### src/hw/bikeDrivePkg.sv
/*
 * Shared definitions for the tilt-controlled drive path.
 * Holds the tilt sample type, PWM timing constants,
 * the dead-zone threshold, filter depth and motor pedestal.
 */

`default_nettype none

package bikeDrivePkg;

	// Accelerometer tilt samples are signed two's-complement words
	localparam int SAMPLE_W = 10;

	typedef logic signed [SAMPLE_W-1:0] tiltSample_t;

	// System clock cycles per PWM tick, so one tick is 2.56 us at 50 MHz
	localparam int TICK_DIV = 128;

	// Width of the prescaler counter that spans one tick
	localparam int TICK_W = $clog2(TICK_DIV);

	// Ticks per PWM frame, and the frame counter runs from 0 to PWM_PERIOD-1
	localparam int PWM_PERIOD = 531;

	// Width of the frame counter inside each PWM channel
	localparam int FRAME_W = $clog2(PWM_PERIOD);

	// A setting at or below this value forces the channel output low
	localparam int DEAD_ZONE = 12;

	// Number of samples in the moving average, kept a power of two
	localparam int FILTER_TAPS = 4;

	// Right shift that turns the running sum into the average
	localparam int AVG_SHIFT = $clog2(FILTER_TAPS);

	// The running sum grows by AVG_SHIFT bits so it can never overflow
	localparam int SUM_W = SAMPLE_W + AVG_SHIFT;

	// Duty pedestal that gets the motor turning smoothly from standstill
	localparam int MOTOR_OFFSET = 250;

endpackage

`default_nettype wire

### src/hw/pwmGenerator.sv
/*
 * Tick-driven PWM channel.
 * Frame counter, setting derivation with optional magnitude mode,
 * dead-zone blanking, duty pedestal and the registered output.
 */

`timescale 1ns/1ps
`default_nettype none

module pwmGenerator
	import bikeDrivePkg::*;
#(
	// Duty pedestal in ticks that is added to every non-blanked setting
	parameter int offset = 0,
	// When set, negative levels drive the output by their magnitude
	parameter bit negEnable = 1'b0
)
(
	input  logic        CLOCK_50,
	input  logic        arstN,
	input  logic        tick,
	input  tiltSample_t level,
	output logic        pwm
);

	// Position within the PWM frame, counted in ticks
	logic [FRAME_W-1:0] frameCount;

	// Last tick of the frame, where the counter wraps back to zero
	logic frameEnd;

	// Unsigned setting derived from the signed level
	// Magnitude of the most negative sample is 512, which still fits in SAMPLE_W bits
	logic [SAMPLE_W-1:0] setting;

	// Number of high ticks at the start of each frame
	int dutyTicks;

	// Output level for the current frame position
	logic pwmNext;

	always_comb
	begin
		frameEnd = (frameCount == FRAME_W'(PWM_PERIOD - 1));
	end

	// Positive levels pass straight through
	// Negative levels give their two's-complement magnitude in magnitude mode,
	// otherwise zero so a backward tilt never drives the motor
	always_comb
	begin
		if (!level[SAMPLE_W-1])
		begin
			setting = unsigned'(level);
		end
		else if (negEnable)
		begin
			setting = unsigned'(-level);
		end
		else
		begin
			setting = '0;
		end
	end

	// Pedestal raises the duty floor for the motor channel
	always_comb
	begin
		dutyTicks = int'(setting) + offset;
	end

	// High for the first dutyTicks ticks of the frame
	// A duty of PWM_PERIOD or more keeps the counter always below it, so the frame is full
	// Settings inside the dead zone blank the output whatever the pedestal
	always_comb
	begin
		if (int'(setting) > DEAD_ZONE)
		begin
			pwmNext = (int'(frameCount) < dutyTicks);
		end
		else
		begin
			pwmNext = 1'b0;
		end
	end

	// Counter advances only on ticks, and the comparison uses the value before the step
	always_ff @(posedge CLOCK_50 or negedge arstN)
	begin
		if (!arstN)
		begin
			frameCount <= '0;
		end
		else if (tick)
		begin
			if (frameEnd)
			begin
				frameCount <= '0;
			end
			else
			begin
				frameCount <= frameCount + 1'b1;
			end
		end
	end

	// Output is registered on ticks only, so it changes on the cycle after a tick
	// A new level takes effect at the next tick, even in the middle of a frame
	always_ff @(posedge CLOCK_50 or negedge arstN)
	begin
		if (!arstN)
		begin
			pwm <= 1'b0;
		end
		else if (tick)
		begin
			pwm <= pwmNext;
		end
	end

endmodule

`default_nettype wire

### config.mk
export PLATFORM = sky130hd
export DESIGN_NAME = pwmGenerator
export DESIGN_NICKNAME = d
export VERILOG_FILES = /design/src/hw/bikeDrivePkg.sv /design/src/hw/pwmGenerator.sv
export SDC_FILE = /design/constraint.sdc
export NUM_CORES = 1
export LEC_CHECK = 0
export ABC_AREA = 0
export BUFFER_PORTS_ARGS = -buffer_cell sky130_fd_sc_hd__buf_2
export CAP_MARGIN = 20
export CORE_MARGIN = 4
export CORE_UTILIZATION = 58
export DETAILED_ROUTE_END_ITERATION = 12
export GPL_TIMING_DRIVEN = 0
export PLACE_DENSITY = 0.85
export SLEW_MARGIN = 20
export SYNTH_ARGS = -nofsm -noshare
export SYNTH_HDL_FRONTEND = slang
export SYNTH_SLANG_ARGS = --single-unit
### constraint.sdc
create_clock -name CLOCK_50 -period 3.6 [get_ports CLOCK_50]
set_clock_uncertainty 0.15 [all_clocks]
set_input_delay 0.36 -clock CLOCK_50 [delete_from_list [all_inputs] [get_ports CLOCK_50]]
set_output_delay 0.36 -clock CLOCK_50 [all_outputs]
set_load 0.03 [all_outputs]
==> flow_summary_export.csv <==
group,metric,value,unit
timing,max_freq,0.548,GHz
synth,postSynth.asyncResetShare,1.00,
timing,hold_viol_final,0,
floorplanning,die-height,45.5,um
cts,cts.sinks,11,
setup_path,slowest_stage,"dfrtp_1",
floorplanning,die_w,45.5,um
cts,clockRootBuffer,"clkbuf_4",
timing,worst_slew_pin_slew,0.262,ns
power,ir_drop,377,uV
timing,final-setup-viol-count,0,
floorplanning,num_io_pins,14,
setup_path,crit_path_max_incr_delay,0.46,ns
synth,ys_seq_area_frac,0.337,
cells_and_area,final_util,0.708,
detailed_routing,drtPass1Iterations,4,
cells_and_area,n_antenna_cell,0,
cts,clock_path_buffers,2,
cts,htreeDepth,1,
cts,cts_tree,"yes",
setup_path,cp-end-kind,"register",
synth,synth-seq-cells,11,
placed_design,place_ws,1.67,ns
synth,ys_types,34,
run,maxCapViolCount,0,
detailed_routing,vias,697,
setup_path,start_kind,"register",
synth,ys.flop_type,"dfrtp_1",
setup_path,cp.arrival,1.86,ns
detailed_routing,final_antenna_net_count,0,
hold_path,hp-class,"input pin to register",
global_route,grt_pass1_wl,2.85,mm
timing,fin_ws,1.78,ns
cts,clk_pin_slew,0.07,ns
detailed_routing,avgViaCountPerCell,5.91,
synth,syn_area_per_cell,9.50,sq um
setup_path,path_class,"register to register",
timing,fin_crit_sh,0.507,
global_route,grt_pass1_vias,673,
floorplanning,die_area,2070,sq um
setup_path,crit_buf_inv,0,
detailed_routing,avgRoutedWirePerCell,14.0,um
cts,post-cts-setup-buffers,0,
placed_design,place_congestion,0.753,
cts,cts-buffers-inserted,3,
cells_and_area,final_common_cell,"buf_2",
timing,min_period,1.82,ns
placed_design,dpl.hpwl,1.29,mm
global_route,grt_max_degree,12,
synth,netlist_instances,86,
timing,slew_headroom,0.823,
setup_path,critPathRequiredTime,3.64,ns
outcome,status,"completed",
detailed_routing,drc_errors,0,
synth,syn_nets,109,
synth,syn_area,817,sq um
synth,yosysWarnings,0,
global_route,grt_usage,0.192,
timing,rsz0062_at_grt,"false",
setup_path,path_delay_family,"flip-flops",
power,p_leak,0.000453,uW
timing,fin_setup_tns,0,ns
detailed_routing,drtIter0Drc,24,
power,powerDensity,501,nW/um^2
cells_and_area,finish.net_count,127,
floorplanning,core_area,1320,sq um
global_route,antenna_found_initial,0,
setup_path,path_cells,"ha_1 > a211oi_1 > nor2_1 > or3_1 > a21oi_1",
placed_design,portBuffers,12,
cells_and_area,layout_common_cells,"buf_2, dfrtp_1, ha_1",
timing,slew_violations,0,
synth,synth_edf_count,0,
cts,clkLatencyLatePin,0.26,ns
cells_and_area,drive_above_1_share,0.204,
global_route,grt_remaining_overflow,0,
floorplanning,num_rows,13,
detailed_routing,wirelength,1.66,mm
setup_path,crit_fanout,6,
floorplanning,initial_core_util,0.620,
cells_and_area,syn2layout_area_growth,14.1,%
[routing by layer]
layer,up-vias,part of all wire,track usage
li1,348,-,-
met1,333,0.44,0.246
met2,12,0.50,0.318
met3,4,0.036,0.0237
met4,0,0.021,0.0877
met5,-,0,0
[synthesized netlist by cell type (2+ instances only)]
| cell type | count | area (sq um) |
|---|---|---|
| nor2_1 | 8 | 30.0 |
| ha_1 | 10 | 125 |
| xor2_1 | 3 | 26.3 |
| inv_1 | 2 | 7.51 |
| nand4_1 | 4 | 25.0 |
| dfrtp_1 | 11 | 275 |
| xnor2_1 | 2 | 17.5 |
| nand2_1 | 4 | 15.0 |
| and3_1 | 2 | 12.5 |
| nand2b_1 | 9 | 56.3 |
| a21oi_1 | 3 | 15.0 |
| mux2i_1 | 2 | 20.0 |
| nand3_1 | 3 | 15.0 |
| nor3_1 | 2 | 10.0 |
| a211oi_1 | 2 | 15.0 |
[tightest hold or removal path: stages]
cell,delay (ns)
buf_2,0.09
nand2_1,0.08
nand2_1,0.07
o21ai_1,0.05
[flip-flops by register name, summed over array words and instances (netlist names)]
register / flops
frameCount: 10
pwm: 1
[report_power, final]
part           switching [uW]  internal, uW
combinational            84.4          85.3
clock                    39.4          42.9
sequential               56.7           158
total                     180           286
[path summary, 6_finish.rpt]
check,startpoint,end,slack (ns),cells after the start
setup / recovery,frameCount[3],pwm,1.78,5
max in group asynchronous,arstN,pwm,2.76,2
hold reg to reg,frameCount[5],frameCount[5],0.39,1
setup reg to reg,frameCount[3],pwm,1.78,5
hold / removal,tick,frameCount[2],0.28,4
min in group asynchronous,arstN,frameCount[4],0.34,2
[repair_timing]
action	4_1_cts	5_1_grt
gates resized for setup	0	0
endpoints found under the hold margin	11	0
endpoints found under the setup margin	0	0
hold buffers	1	0
[cell families (layout without fill, tap and decap cells)]
logic type / Yosys count / after routing / share of synthesized area
multiplexers: 3 / 3 / 0.0383
AO/OA/AOI/OAI: 11 / 11 / 0.0827
XOR/XNOR: 5 / 5 / 0.0536
flip-flops: 11 / 11 / 0.337
adder cells (fa/ha/maj): 10 / 10 / 0.153
AND/OR/NAND/NOR: 42 / 42 / 0.306
buffers and inverters: 4 / 21 / 0.0291
[stage by stage]
step	hold slack, ns	instance area, sq um	cells	power [uW]
4_1_cts	0.269	932	118	469
3_3_place_gp	0.0845	896	113	370
6_report	0.276	932	118	467
5_1_grt	0.279	932	118	511
2_1_floorplan	-0.0856	817	86	329
3_5_place_dp	0.0913	896	113	385
[cell type report]
class / instances / area, sq um
fill: 104 / 385
tap: 15 / 18.8
buffer: 2 / 16.3
clock buffer: 4 / 26.3
timing repair buffer: 13 / 70.1
inverter: 2 / 7.51
sequential: 11 / 275
multi-input combinational: 71 / 518
No activity file was read; power rests on OpenSTA's default activity.
