File: config.mk
export PLATFORM = sky130hd
export DESIGN_NAME = tiltFilter
export DESIGN_NICKNAME = d
export VERILOG_FILES = /design/src/hw/bikeDrivePkg.sv /design/src/hw/tiltFilter.sv
export SDC_FILE = /design/constraint.sdc
export NUM_CORES = 1
export LEC_CHECK = 0
export ABC_AREA = 1
export BUFFER_PORTS_ARGS = -buffer_cell sky130_fd_sc_hd__buf_2
export CELL_PAD_IN_SITES_DETAIL_PLACEMENT = 1
export CELL_PAD_IN_SITES_GLOBAL_PLACEMENT = 1
export CORE_ASPECT_RATIO = 0.8
export CORE_MARGIN = 1.5
export CORE_UTILIZATION = 45
export CTS_CLUSTER_DIAMETER = 60
export DETAILED_ROUTE_END_ITERATION = 8
export GPL_TIMING_DRIVEN = 0
export PLACE_DENSITY = 0.77
export SYNTH_ARGS = -nofsm -noshare
export SYNTH_HDL_FRONTEND = slang
export SYNTH_SLANG_ARGS = --single-unit
File: constraint.sdc
create_clock -name CLOCK_50 -period 2.44 [get_ports CLOCK_50]
set_clock_uncertainty 0.15 [all_clocks]
set_input_delay 0.244 -clock CLOCK_50 [delete_from_list [all_inputs] [get_ports CLOCK_50]]
set_output_delay 0.244 -clock CLOCK_50 [all_outputs]
set_load 0.01 [all_outputs]
File: src/hw/bikeDrivePkg.sv
/*
 * Shared definitions for the tilt-controlled drive path.
 * Holds the tilt sample type, PWM timing constants,
 * the dead-zone threshold, filter depth and motor pedestal.
 */

`default_nettype none

package bikeDrivePkg;

	// Accelerometer tilt samples are signed two's-complement words
	localparam int SAMPLE_W = 10;

	typedef logic signed [SAMPLE_W-1:0] tiltSample_t;

	// System clock cycles per PWM tick, so one tick is 2.56 us at 50 MHz
	localparam int TICK_DIV = 128;

	// Width of the prescaler counter that spans one tick
	localparam int TICK_W = $clog2(TICK_DIV);

	// Ticks per PWM frame, and the frame counter runs from 0 to PWM_PERIOD-1
	localparam int PWM_PERIOD = 531;

	// Width of the frame counter inside each PWM channel
	localparam int FRAME_W = $clog2(PWM_PERIOD);

	// A setting at or below this value forces the channel output low
	localparam int DEAD_ZONE = 12;

	// Number of samples in the moving average, kept a power of two
	localparam int FILTER_TAPS = 4;

	// Right shift that turns the running sum into the average
	localparam int AVG_SHIFT = $clog2(FILTER_TAPS);

	// The running sum grows by AVG_SHIFT bits so it can never overflow
	localparam int SUM_W = SAMPLE_W + AVG_SHIFT;

	// Duty pedestal that gets the motor turning smoothly from standstill
	localparam int MOTOR_OFFSET = 250;

endpackage

`default_nettype wire

File: src/hw/tiltFilter.sv
/*
 * Moving-average filter for strobed tilt samples.
 * Keeps the last FILTER_TAPS samples and a running sum,
 * and outputs the floored average held between strobes.
 */

`timescale 1ns/1ps
`default_nettype none

module tiltFilter
	import bikeDrivePkg::*;
(
	input  logic        CLOCK_50,
	input  logic        arstN,
	input  tiltSample_t accelSample,
	input  logic        accelStrobe,
	output tiltSample_t tiltAvg
);

	// Sample history, where tap 0 is the newest and the last tap is the oldest
	tiltSample_t taps [FILTER_TAPS];

	// Sum of all taps, widened so four full-scale samples still fit
	logic signed [SUM_W-1:0] runSum;

	// Sum after the pending strobe is accepted
	logic signed [SUM_W-1:0] sumNext;

	// Average that goes with sumNext
	tiltSample_t avgNext;

	// Drop the oldest sample and add the new one instead of re-adding all taps
	// The size casts sign-extend both samples into the wider sum
	always_comb
	begin
		sumNext = runSum - SUM_W'(taps[FILTER_TAPS-1]) + SUM_W'(accelSample);
	end

	// Arithmetic shift floors toward minus infinity, so -1/4 becomes -1
	// After the shift the value always fits back into a sample
	always_comb
	begin
		avgNext = tiltSample_t'(sumNext >>> AVG_SHIFT);
	end

	// History shifts by one tap per strobe
	// Strobes on back-to-back cycles are each taken, and nothing is ever refused
	always_ff @(posedge CLOCK_50 or negedge arstN)
	begin
		if (!arstN)
		begin
			for (int i = 0; i < FILTER_TAPS; i++)
			begin
				taps[i] <= '0;
			end
		end
		else if (accelStrobe)
		begin
			for (int i = FILTER_TAPS - 1; i > 0; i--)
			begin
				taps[i] <= taps[i-1];
			end
			taps[0] <= accelSample;
		end
	end

	// Sum and average move together, so tiltAvg is valid one cycle after the strobe
	// Between strobes the average holds its last value
	always_ff @(posedge CLOCK_50 or negedge arstN)
	begin
		if (!arstN)
		begin
			runSum  <= '0;
			tiltAvg <= '0;
		end
		else if (accelStrobe)
		begin
			runSum  <= sumNext;
			tiltAvg <= avgNext;
		end
	end

endmodule

`default_nettype wire

==> impl_metrics.env <==
export IMPL_power_mw=4.40
export IMPL_finalNonFillerCells=504
export IMPL_hold_buffers=0
export IMPL_synthCells=389
export IMPL_synthTopCellsByArea="dfrtp_1, nand2_1, inv_1"
export IMPL_cts_sinks=52
export IMPL_rows=26
export IMPL_syn_avg_cell_area_um2=7.73
export IMPL_finalCritPeriodShare_pct=96.5
export IMPL_dp_cells=494
export IMPL_relSlewSlack_pct=21.7
export IMPL_crit_chain="fa_1 -> inv_1 -> fa_1 -> nand2_1 -> nor2_2 -> nor2_2 -> xor2_1 -> o21ai_1"
export IMPL_fin_crit_ps=2350
export IMPL_numCtsBuffers=5
export IMPL_hold_class="in -> reg"
export IMPL_io_pins=23
export IMPL_drive_above_1_share_pct=16.0
export IMPL_clock_fmax_mhz=425
export IMPL_dp_hpwl_um=5370
export IMPL_vias=2443
export IMPL_rsz0062_at_grt="true"
export IMPL_powerDensity_nw_per_um2=1280
export IMPL_antenna_found_initial=0
export IMPL_drt_first_pass_iters=4
export IMPL_worstPathRequired_ps=2480
export IMPL_cp_slowest_cell="fa_1"
export IMPL_cts_root_buffer="clkbuf_8"
export IMPL_place_gp_congestion=0.813
export IMPL_slew_viol_final=0
export IMPL_grt_total_usage_pct=22.8
export IMPL_cts_tree="built"
export IMPL_crit_type="reg -> reg"
export IMPL_syn_nets=426
export IMPL_netlist_area_um2=3010
export IMPL_design_die_area_um2=7180
export IMPL_yosys_warnings=0
export IMPL_die_h_um=76.1
export IMPL_antennaDiodeCount=0
export IMPL_wire_per_inst_um=15.1
export IMPL_drc=0
export IMPL_grt_pass1_wl_um=12500
export IMPL_grt_overflow_total=0
export IMPL_path_max_fanout=3
export IMPL_ir_drop_mv=0.415
export IMPL_synth_top_area_share_pct=43.3
export IMPL_max_cap_viol_count=0
export IMPL_htree_levels=2
export IMPL_grt_pass1_vias=2553
export IMPL_worst_slew_pin_slew_ps=1170
export IMPL_seq_area_frac_synth_pct=43.3
export IMPL_die_w_um=94.4
export IMPL_path_clk_slew_ps=100
export IMPL_grt_start_max_net_pins=53
export IMPL_wl_um=7620
export IMPL_numPortBuffers=21
export IMPL_vias_per_cell=4.85
export IMPL_yosys_area_top_type="dfrtp_1"
export IMPL_ant_nets=0
export IMPL_finalNetCount=456
export IMPL_worstPathArrival_ps=2400
export IMPL_leakagePower_nw=1.94
export IMPL_status="complete, no violations"
export IMPL_start_kind="register"
export IMPL_start_util_pct=46.9
export IMPL_cts_buffer_depth=2
export IMPL_setup_viol_count_final=0
export IMPL_clk_latency_ps=310
export IMPL_drt_iter0_markers=87
export IMPL_end_kind="register"
export IMPL_synthDistinctLibCells=21
export IMPL_syn2layout_area_growth_pct=14.3
export IMPL_hold_viol_final=0
export IMPL_max_stage_delay_ps=500
export IMPL_core_um2=6410
export IMPL_synth_seq_cells=52
## worst paths after layout
kind	start	end	slack [ps]	cells after the start
min in group asynchronous	arstN	taps[5]$_DFFE_PN0P_	20	1
min reg2reg	taps[25]$_DFFE_PN0P_	taps[25]$_DFFE_PN0P_	330	2
max in group asynchronous	arstN	taps[19]$_DFFE_PN0P_	1410	1
max	taps[1]$_DFFE_PN0P_	runSum[4]$_DFFE_PN0P_	90	8
min	accelSample[7]	taps[37]$_DFFE_PN0P_	10	3
max reg2reg	taps[1]$_DFFE_PN0P_	runSum[4]$_DFFE_PN0P_	90	8
## where the power goes
| group | switching, mW | internal (mW) |
|---|---|---|
| registers | 0.116 | 1.04 |
| clock network | 0.296 | 0.305 |
| logic | 1.56 | 1.08 |
| total | 1.98 | 2.43 |
## state kept, by name (all words and copies together), names as in the netlist
register / cells
runSum: 12
taps: 40
## Yosys cell counts (all sizes together)
cell type / n
clkbuf: 3
nand3b: 3
dfrtp: 52
o22ai: 1
inv: 68
ha: 13
nor2: 13
buf: 18
nand3: 15
fa: 11
a21oi: 4
o21ai: 22
nand4: 4
xor2: 2
nand2: 160
## per-layer routing
metal / vias up / track usage, % / share of wire (%)
met2: 33 / 36.0 / 47
li1: 1215 / - / -
met3: 10 / 3.39 / 3.5
met1: 1185 / 32.4 / 48
met5: - / 0 / 0
met4: 0 / 6.87 / 1.2
## critical path, delay by kind of cell (launching register included)
family | cells | cell delay (ps)
adders and majority gates | 2 | 970
and+or+nand+nor | 3 | 310
DFF | 1 | 410
AOI/OAI and AO/OA | 1 | 110
buffers and inverters | 1 | 70
xor gates and xnor gates | 1 | 220
## cell type report
cell class	count	area, um2
tap	84	105
inverter	68	255
fill	791	2970
clock buffer	6	72.6
buffer	21	129
sequential	52	1300
timing repair buffer	23	120
multi-input combinational	248	1420
clock inverter	2	35.0
## cell usage in the layout, fill, tap and decap left out, types with 3 or more instances in the layout
cell type	synthesis	routed
nor2_2	2	5
dfrtp_1	52	52
ha_4	0	5
clkbuf_8	0	5
inv_1	67	67
buf_4	11	13
fa_1	11	11
o21ai_0	18	16
nand3b_1	3	3
ha_1	13	6
nand4_1	4	4
clkbuf_1	3	4
nand3_1	15	14
nand2_1	160	159
nor2_1	11	8
o21ai_1	3	4
buf_2	7	28
## metrics by stage
stage          setup WS [ps]  util, %  instance area (um2)  hold slack [ps]  TNS [ps]
6_report                85.2     53.6                 3440             9.71         0
3_5_place_dp            7.12     50.2                 3220              309         0
5_1_grt                -40.4     53.6                 3440             24.1      -100
2_1_floorplan            247        -                 3010             -202         0
3_3_place_gp            18.1     50.2                 3220              304         0
4_1_cts                 28.7     52.0                 3330             5.05         0
## cell families (layout without fill, tap and decap cells)
| family | Yosys count | in the layout | synth area share (%) |
|---|---|---|---|
| xor+xnor | 2 | 2 | 0.583 |
| compound gates | 27 | 27 | 4.79 |
| simple gates | 195 | 195 | 25.8 |
| buf+inv | 89 | 120 | 12.8 |
| flops | 52 | 52 | 43.3 |
| fa+ha+maj | 24 | 24 | 12.7 |
## timing repair
item,in CTS,in global routing
resized for setup,1,17
setup buffers,0,2
endpoints found under the setup margin,1,5
pin swaps,0,1
Note: power is estimated with default switching activity, not from simulation.
