## src/hw/bikeDrivePkg.sv

```systemverilog
/*
 * Shared definitions for the tilt-controlled drive path.
 * Holds the tilt sample type, PWM timing constants,
 * the dead-zone threshold, filter depth and motor pedestal.
 */

`default_nettype none

package bikeDrivePkg;

	// Accelerometer tilt samples are signed two's-complement words
	localparam int SAMPLE_W = 10;

	typedef logic signed [SAMPLE_W-1:0] tiltSample_t;

	// System clock cycles per PWM tick, so one tick is 2.56 us at 50 MHz
	localparam int TICK_DIV = 128;

	// Width of the prescaler counter that spans one tick
	localparam int TICK_W = $clog2(TICK_DIV);

	// Ticks per PWM frame, and the frame counter runs from 0 to PWM_PERIOD-1
	localparam int PWM_PERIOD = 531;

	// Width of the frame counter inside each PWM channel
	localparam int FRAME_W = $clog2(PWM_PERIOD);

	// A setting at or below this value forces the channel output low
	localparam int DEAD_ZONE = 12;

	// Number of samples in the moving average, kept a power of two
	localparam int FILTER_TAPS = 4;

	// Right shift that turns the running sum into the average
	localparam int AVG_SHIFT = $clog2(FILTER_TAPS);

	// The running sum grows by AVG_SHIFT bits so it can never overflow
	localparam int SUM_W = SAMPLE_W + AVG_SHIFT;

	// Duty pedestal that gets the motor turning smoothly from standstill
	localparam int MOTOR_OFFSET = 250;

endpackage

`default_nettype wire

```

## src/hw/pwmPrescaler.sv

```systemverilog
/*
 * PWM tick prescaler.
 * Divides CLOCK_50 by TICK_DIV and emits a single-cycle
 * tick enable that both PWM channels share.
 */

`timescale 1ns/1ps
`default_nettype none

module pwmPrescaler
	import bikeDrivePkg::*;
(
	input  logic CLOCK_50,
	input  logic arstN,
	output logic tick
);

	// Free-running divider count within one tick period
	logic [TICK_W-1:0] divCount;

	// High on the last cycle of each tick period
	logic divWrap;

	always_comb
	begin
		divWrap = (divCount == TICK_W'(TICK_DIV - 1));
	end

	// The counter wraps explicitly so a TICK_DIV that is not a power of two also works
	always_ff @(posedge CLOCK_50 or negedge arstN)
	begin
		if (!arstN)
		begin
			divCount <= '0;
		end
		else if (divWrap)
		begin
			divCount <= '0;
		end
		else
		begin
			divCount <= divCount + 1'b1;
		end
	end

	// Tick is registered, so the first one appears TICK_DIV cycles after reset release
	// It stays high for exactly one cycle per period
	always_ff @(posedge CLOCK_50 or negedge arstN)
	begin
		if (!arstN)
		begin
			tick <= 1'b0;
		end
		else
		begin
			tick <= divWrap;
		end
	end

endmodule

`default_nettype wire

```

## config.mk

```make
export PLATFORM = sky130hd
export DESIGN_NAME = pwmPrescaler
export DESIGN_NICKNAME = d
export VERILOG_FILES = /design/src/hw/bikeDrivePkg.sv /design/src/hw/pwmPrescaler.sv
export SDC_FILE = /design/constraint.sdc
export NUM_CORES = 1
export LEC_CHECK = 0
export ABC_CLOCK_PERIOD_IN_PS = 1500
export BUFFER_PORTS_ARGS = -buffer_cell sky130_fd_sc_hd__buf_4
export CORE_AREA = 2 2 39 41
export DETAILED_ROUTE_END_ITERATION = 10
export DIE_AREA = 0 0 41 43
export PLACE_DENSITY = 0.38
export SYNTH_ARGS = -nofsm -noshare
export SYNTH_HDL_FRONTEND = slang
export SYNTH_SLANG_ARGS = --single-unit
```

## constraint.sdc

```tcl
create_clock -name CLOCK_50 -period 1.5 [get_ports CLOCK_50]
set_input_delay 0.075 -clock CLOCK_50 [delete_from_list [all_inputs] [get_ports CLOCK_50]]
set_output_delay 0.075 -clock CLOCK_50 [all_outputs]
set_load 0.005 [all_outputs]
```

==> results of run 1 <==
-- routing by layer --
metal	vias to the layer above	track usage [%]	wire length (um)
li1	98	-	-
met5	-	0	0
met4	0	10.0	0
met1	97	9.70	229
met2	5	10.0	240
met3	0	3.14	29
-- per-stage QoR --
| stage | setup WS, ns | power, mW | hold WS, ns | cells | utilization (%) |
|---|---|---|---|---|---|
| after CTS | 0.219 | 0.394 | 0.173 | 48 | 27.8 |
| after global routing | 0.142 | 0.412 | 0.186 | 48 | 27.8 |
| after floorplan | 0.379 | 0.220 | -0.221 | 26 | - |
| after global placement | 0.260 | 0.226 | -0.103 | 44 | 25.4 |
| after detailed placement | 0.248 | 0.226 | -0.100 | 44 | 25.4 |
| final | 0.227 | 0.383 | 0.180 | 48 | 27.8 |
-- sequential cells by signal, summed over array words and instances, names as in the netlist --
register,cells
divCount,7
tick,1
-- power by group --
part / total [mW] / switching (mW) / internal, mW / leakage, nW
combinational: 0.00787 / 0.00442 / 0.00345 / 0.0705
sequential: 0.216 / 0 / 0.216 / 0.0973
clock: 0.159 / 0.0674 / 0.0911 / 0.0138
-- synthesized netlist by cell type, drive strengths merged --
library cell / number
ha: 1
nand2: 2
dfrtp: 8
nor2b: 1
a21oi: 1
xor2: 3
or3: 1
nand3: 3
nor2: 4
xnor2: 1
o21ai: 1
-- final timing paths --
| check | endpoint | depth (start not counted) |
|---|---|---|
| max in group asynchronous | tick | 2 |
| min in group CLOCK_50 | divCount[0] | 1 |
| hold / removal | divCount[4] | 2 |
| setup reg to reg | divCount[3] | 4 |
| hold reg to reg | divCount[0] | 1 |
| setup / recovery | divCount[3] | 4 |
-- final cells by class --
type                    instances  area [um2]  share of cell area (%)
flip-flops and latches          8         200                    52.1
multi-input cells              18         116                    30.3
repair buffers                  3        25.0                    6.51
clock buffers                   3        22.5                    5.86
well taps                      16        20.0                    5.21
-- cells by family after synthesis --
| family | share of synthesized area, % |
|---|---|
| AND/OR/NAND/NOR | 17.4 |
| flip-flops | 63.2 |
| XOR/XNOR | 11.1 |
| AO/OA/AOI/OAI | 4.35 |
| adder cells (fa/ha/maj) | 3.95 |
==> impl_metrics.ini, run 1 <==
[routing]
drc = 0
ant_nets = 0
vias = 200
first_pass_iters = 1
routed_wl_um = 498
routed_via_density = 4.17
drt_iter0_markers = 0
wl_per_cell_um = 10.4

[critical_path]
path_class = register to register
reg2reg_setup_slack_ns = 0.23
worstPathArrival_ns = 1.40
max_stage_delay_ns = 0.38
crit_path_cell_trace = ha_1, nand3_1, nor2_1, nor2_1
rr_startpoint = divCount[0]
critPathLaunch = divCount[0]
crit_path_end_kind = register
crit_slowest_cell = dfrtp_1
cp-start-kind = register
path_buf_inv = 0
cp_max_fo = 5
cp.required_ns = 1.62
cpMostUsedCell = nor2_1
critical_path.top_delay_family = simple AND/OR/NAND/NOR gates

[die]
ios = 3
die_area_um2 = 1760
rows = 14
die_width_um = 41
initial_core_util_pct = 22.9
core_um2 = 1380
die_y_um = 43

[timing]
hold_violations = 0
finalSetupViolCount = 0
fin_crit_sh_pct = 84.9
maxSlewHeadroom_pct = 76.0
report.final.slew_viol_count = 0
finalSetupTns_ns = 0
fin_skew_ns = 0.00391
fin_crit_ns = 1.27
worstMarginPinSlew_ns = 0.359
rsz0062_at_grt = false
max_clock_freq_mhz = 785

[cells_and_area]
layout_common_cells = dfrtp_1, nor2_1, xor2_1, clkbuf_4
final_common_cell = dfrtp_1
fin_area_um2 = 384
layout.nets = 37
fillers = 149
diodes = 0
drive_above_1_share_pct = 21.9
synthToLayoutAreaGrowth_pct = 21.3

[clocking]
clockBufferDepth = 2
cts.clk_slew.worst_paths_ns = 0.05
cts_tree = yes
cts_inserted_buffers = 3
clk_latency_ns = 0.25
cts_resized = 0
hold_buffers = 1
cts_setup_buffers = 0
cts_sinks = 8
root_buffer = clkbuf_4
htree_levels = 1

[worst_hold_path]
hp-class = input pin to asynchronous set/reset pin

[synth]
ys_ff_latch = 8
yosys-top-cells-area = dfrtp_1, xor2_1, nor2_1
synthesis.area_um2 = 317
synth.avg_cell_area_um2 = 12.2
synth_top_area_share_pct = 63.2
syn_nets = 29
yosysTopAreaCell = dfrtp_1
netlist_instances = 26
synthDistinctLibCells = 12
yosysWarnings = 0
synth_seq_area_share_pct = 63.2

[global_route]
overflow = 0
grt_pass1_vias = 215
grt_max_degree = 9
antenna_found_initial = 0
grt_pass1_wl_um = 876
grtUsageTotal_pct = 8.33

[placement]
dp_hpwl_um = 386
gp_congestion = 0.625
placed_area_um2 = 352
io_buffers = 2

[status]
outcome = finished clean

[job]
maxCapViolCount = 0

[power_and_ir_drop]
p_leak_nw = 0.182
peakVddDrop_mv = 0.402
power_density_nw_per_um2 = 996
No activity file was read; power rests on OpenSTA's default activity.
==> run 2, diff against run 1 <==
--- a/config.mk
+++ b/config.mk
@@ -5,7 +5,7 @@
 export SDC_FILE = /design/constraint.sdc
 export NUM_CORES = 1
 export LEC_CHECK = 0
-export ABC_CLOCK_PERIOD_IN_PS = 1500
+export ABC_CLOCK_PERIOD_IN_PS = 1300
 export BUFFER_PORTS_ARGS = -buffer_cell sky130_fd_sc_hd__buf_4
 export CORE_AREA = 2 2 39 41
 export DETAILED_ROUTE_END_ITERATION = 10
==> constraint.sdc (replaced) <==
create_clock -name CLOCK_50 -period 1.3 [get_ports CLOCK_50]
set_input_delay 0.065 -clock CLOCK_50 [delete_from_list [all_inputs] [get_ports CLOCK_50]]
set_output_delay 0.065 -clock CLOCK_50 [all_outputs]
set_load 0.005 [all_outputs]
==> run 2 against run 1 <==
Non-clock buffer count is the same. Sequential power grew 15%. Register-to-register slack lost 0.12 ns. Design area grew 0.65%. Power grew 15%. Count of clock-buffer cells in the layout is the same.
==> impl_metrics.ini, run 2 (synthesized netlist as in run 1, its figures left out) <==
[status]
outcome = finished clean

[clocking]
cts_setup_buffers = 0
root_buffer = clkbuf_4
cts_tree = yes
clk_latency_ns = 0.25
cts_inserted_buffers = 3
clockBufferDepth = 2
htree_levels = 1
cts_sinks = 8
cts.clk_slew.worst_paths_ns = 0.05

[timing]
report.final.slew_viol_count = 0
hold_violations = 0
fin_crit_sh_pct = 91.6
max_clock_freq_mhz = 839
fin_skew_ns = 0.00358
rsz0062_at_grt = false
fin_crit_ns = 1.19
maxSlewHeadroom_pct = 85.1
finalSetupTns_ns = 0
finalSetupViolCount = 0
timing.hold.ws_ns = 0.170
worstMarginPinSlew_ns = 0.223

[cells_and_area]
utilization_pct = 27.9
largest_register = divCount
fillers = 148
finalNonFillerCells = 48
final_common_cell = dfrtp_1
layout.nets = 37
largest_reg_flops = 7
synthToLayoutAreaGrowth_pct = 22.1
drive_above_1_share_pct = 25.0
layout_common_cells = dfrtp_1, xor2_1, nor2_1, clkbuf_4
reg.largest.list = divCount: 7 flops, tick: 1 flops
diodes = 0

[critical_path]
cp-start-kind = register
path_class = register to register
crit_path_end_kind = register
worstRegToRegCells = 4
rr_startpoint = divCount[0]
cp.required_ns = 1.43
reg2reg_to = divCount[3]
reg2reg_setup_slack_ns = 0.11
cp_max_fo = 5
worstPathArrival_ns = 1.32

[routing]
first_pass_iters = 4
ant_nets = 0
vias = 204
routed_wl_um = 504
drc = 0
routed_via_density = 4.25
wl_per_cell_um = 10.5
drt_iter0_markers = 4

[global_route]
overflow = 0
grt_pass1_wl_um = 876
antenna_found_initial = 0
grtUsageTotal_pct = 8.33
grt_pass1_vias = 215
grt_max_degree = 9

[power_and_ir_drop]
power_density_nw_per_um2 = 1140
p_leak_nw = 0.182
peakVddDrop_mv = 0.463

[die]
initial_core_util_pct = 22.9
core_um2 = 1380
die_width_um = 41
die_y_um = 43
ios = 3
rows = 14
die_area_um2 = 1760

[placement]
dp_hpwl_um = 386
dp.cells = 44
io_buffers = 2
gp_congestion = 0.625

[job]
maxCapViolCount = 0

[worst_hold_path]
hp-class = input pin to asynchronous set/reset pin
run 2: worst max path at each step:
stage | from | end | slack, ns | cells after the start
CTS | divCount[0] | divCount[3] | 0.02 | 4
global route | divCount[0] | divCount[1] | 0.03 | 4
global placement | divCount[0] | divCount[3] | 0.06 | 4
floorplan | divCount[0] | divCount[3] | 0.18 | 4
detailed placement | divCount[0] | divCount[3] | 0.05 | 4
finish | divCount[0] | divCount[3] | 0.11 | 4
run 2: area by class of cell:
type | count | area [um2] | share of cell area (%)
timing repair buffer | 3 | 25.0 | 6.47
sequential | 8 | 200 | 51.8
tap | 16 | 20.0 | 5.18
multi-input combinational | 18 | 119 | 30.7
clock buffer | 3 | 22.5 | 5.83
run 2: power by group:
| part | internal (mW) | switching, mW | leakage, nW |
|---|---|---|---|
| clock | 0.105 | 0.0778 | 0.0138 |
| combinational | 0.00399 | 0.00512 | 0.0705 |
| sequential | 0.249 | 0 | 0.0973 |
| total | 0.359 | 0.0830 | 0.182 |
run 2: critical path, cell delays in order, from the launching register on:
cell and delay [ns]:
dfrtp_1 0.38, ha_1 0.20, nand3_1 0.16, nor2_2 0.26, nor2_1 0.07
run 2: timing repair:
action                                  CTS  global route
endpoints found under the setup margin    0             4
endpoints found under the hold margin     8             0
hold buffers                              1             0
resized for setup                         0             1
run 2: stage by stage:
stage / setup slack, ns / power, mW / area (um2)
3_5_place_dp: 0.0483 / 0.261 / 352
4_1_cts: 0.0189 / 0.455 / 384
6_report: 0.109 / 0.442 / 387
5_1_grt: 0.0298 / 0.476 / 387
2_1_floorplan: 0.179 / 0.254 / 317
3_3_place_gp: 0.0604 / 0.260 / 352
run 2: metal layers:
| layer | vias to the layer above | GRT usage, % | wire length, um | share of wire, % |
|---|---|---|---|---|
| met1 | 101 | 9.70 | 225 | 45 |
| met2 | 5 | 10.0 | 249 | 49 |
| li1 | 98 | - | - | - |
| met3 | 0 | 3.14 | 28 | 5.6 |
| met5 | - | 0 | 0 | 0 |
| met4 | 0 | 10.0 | 0 | 0 |
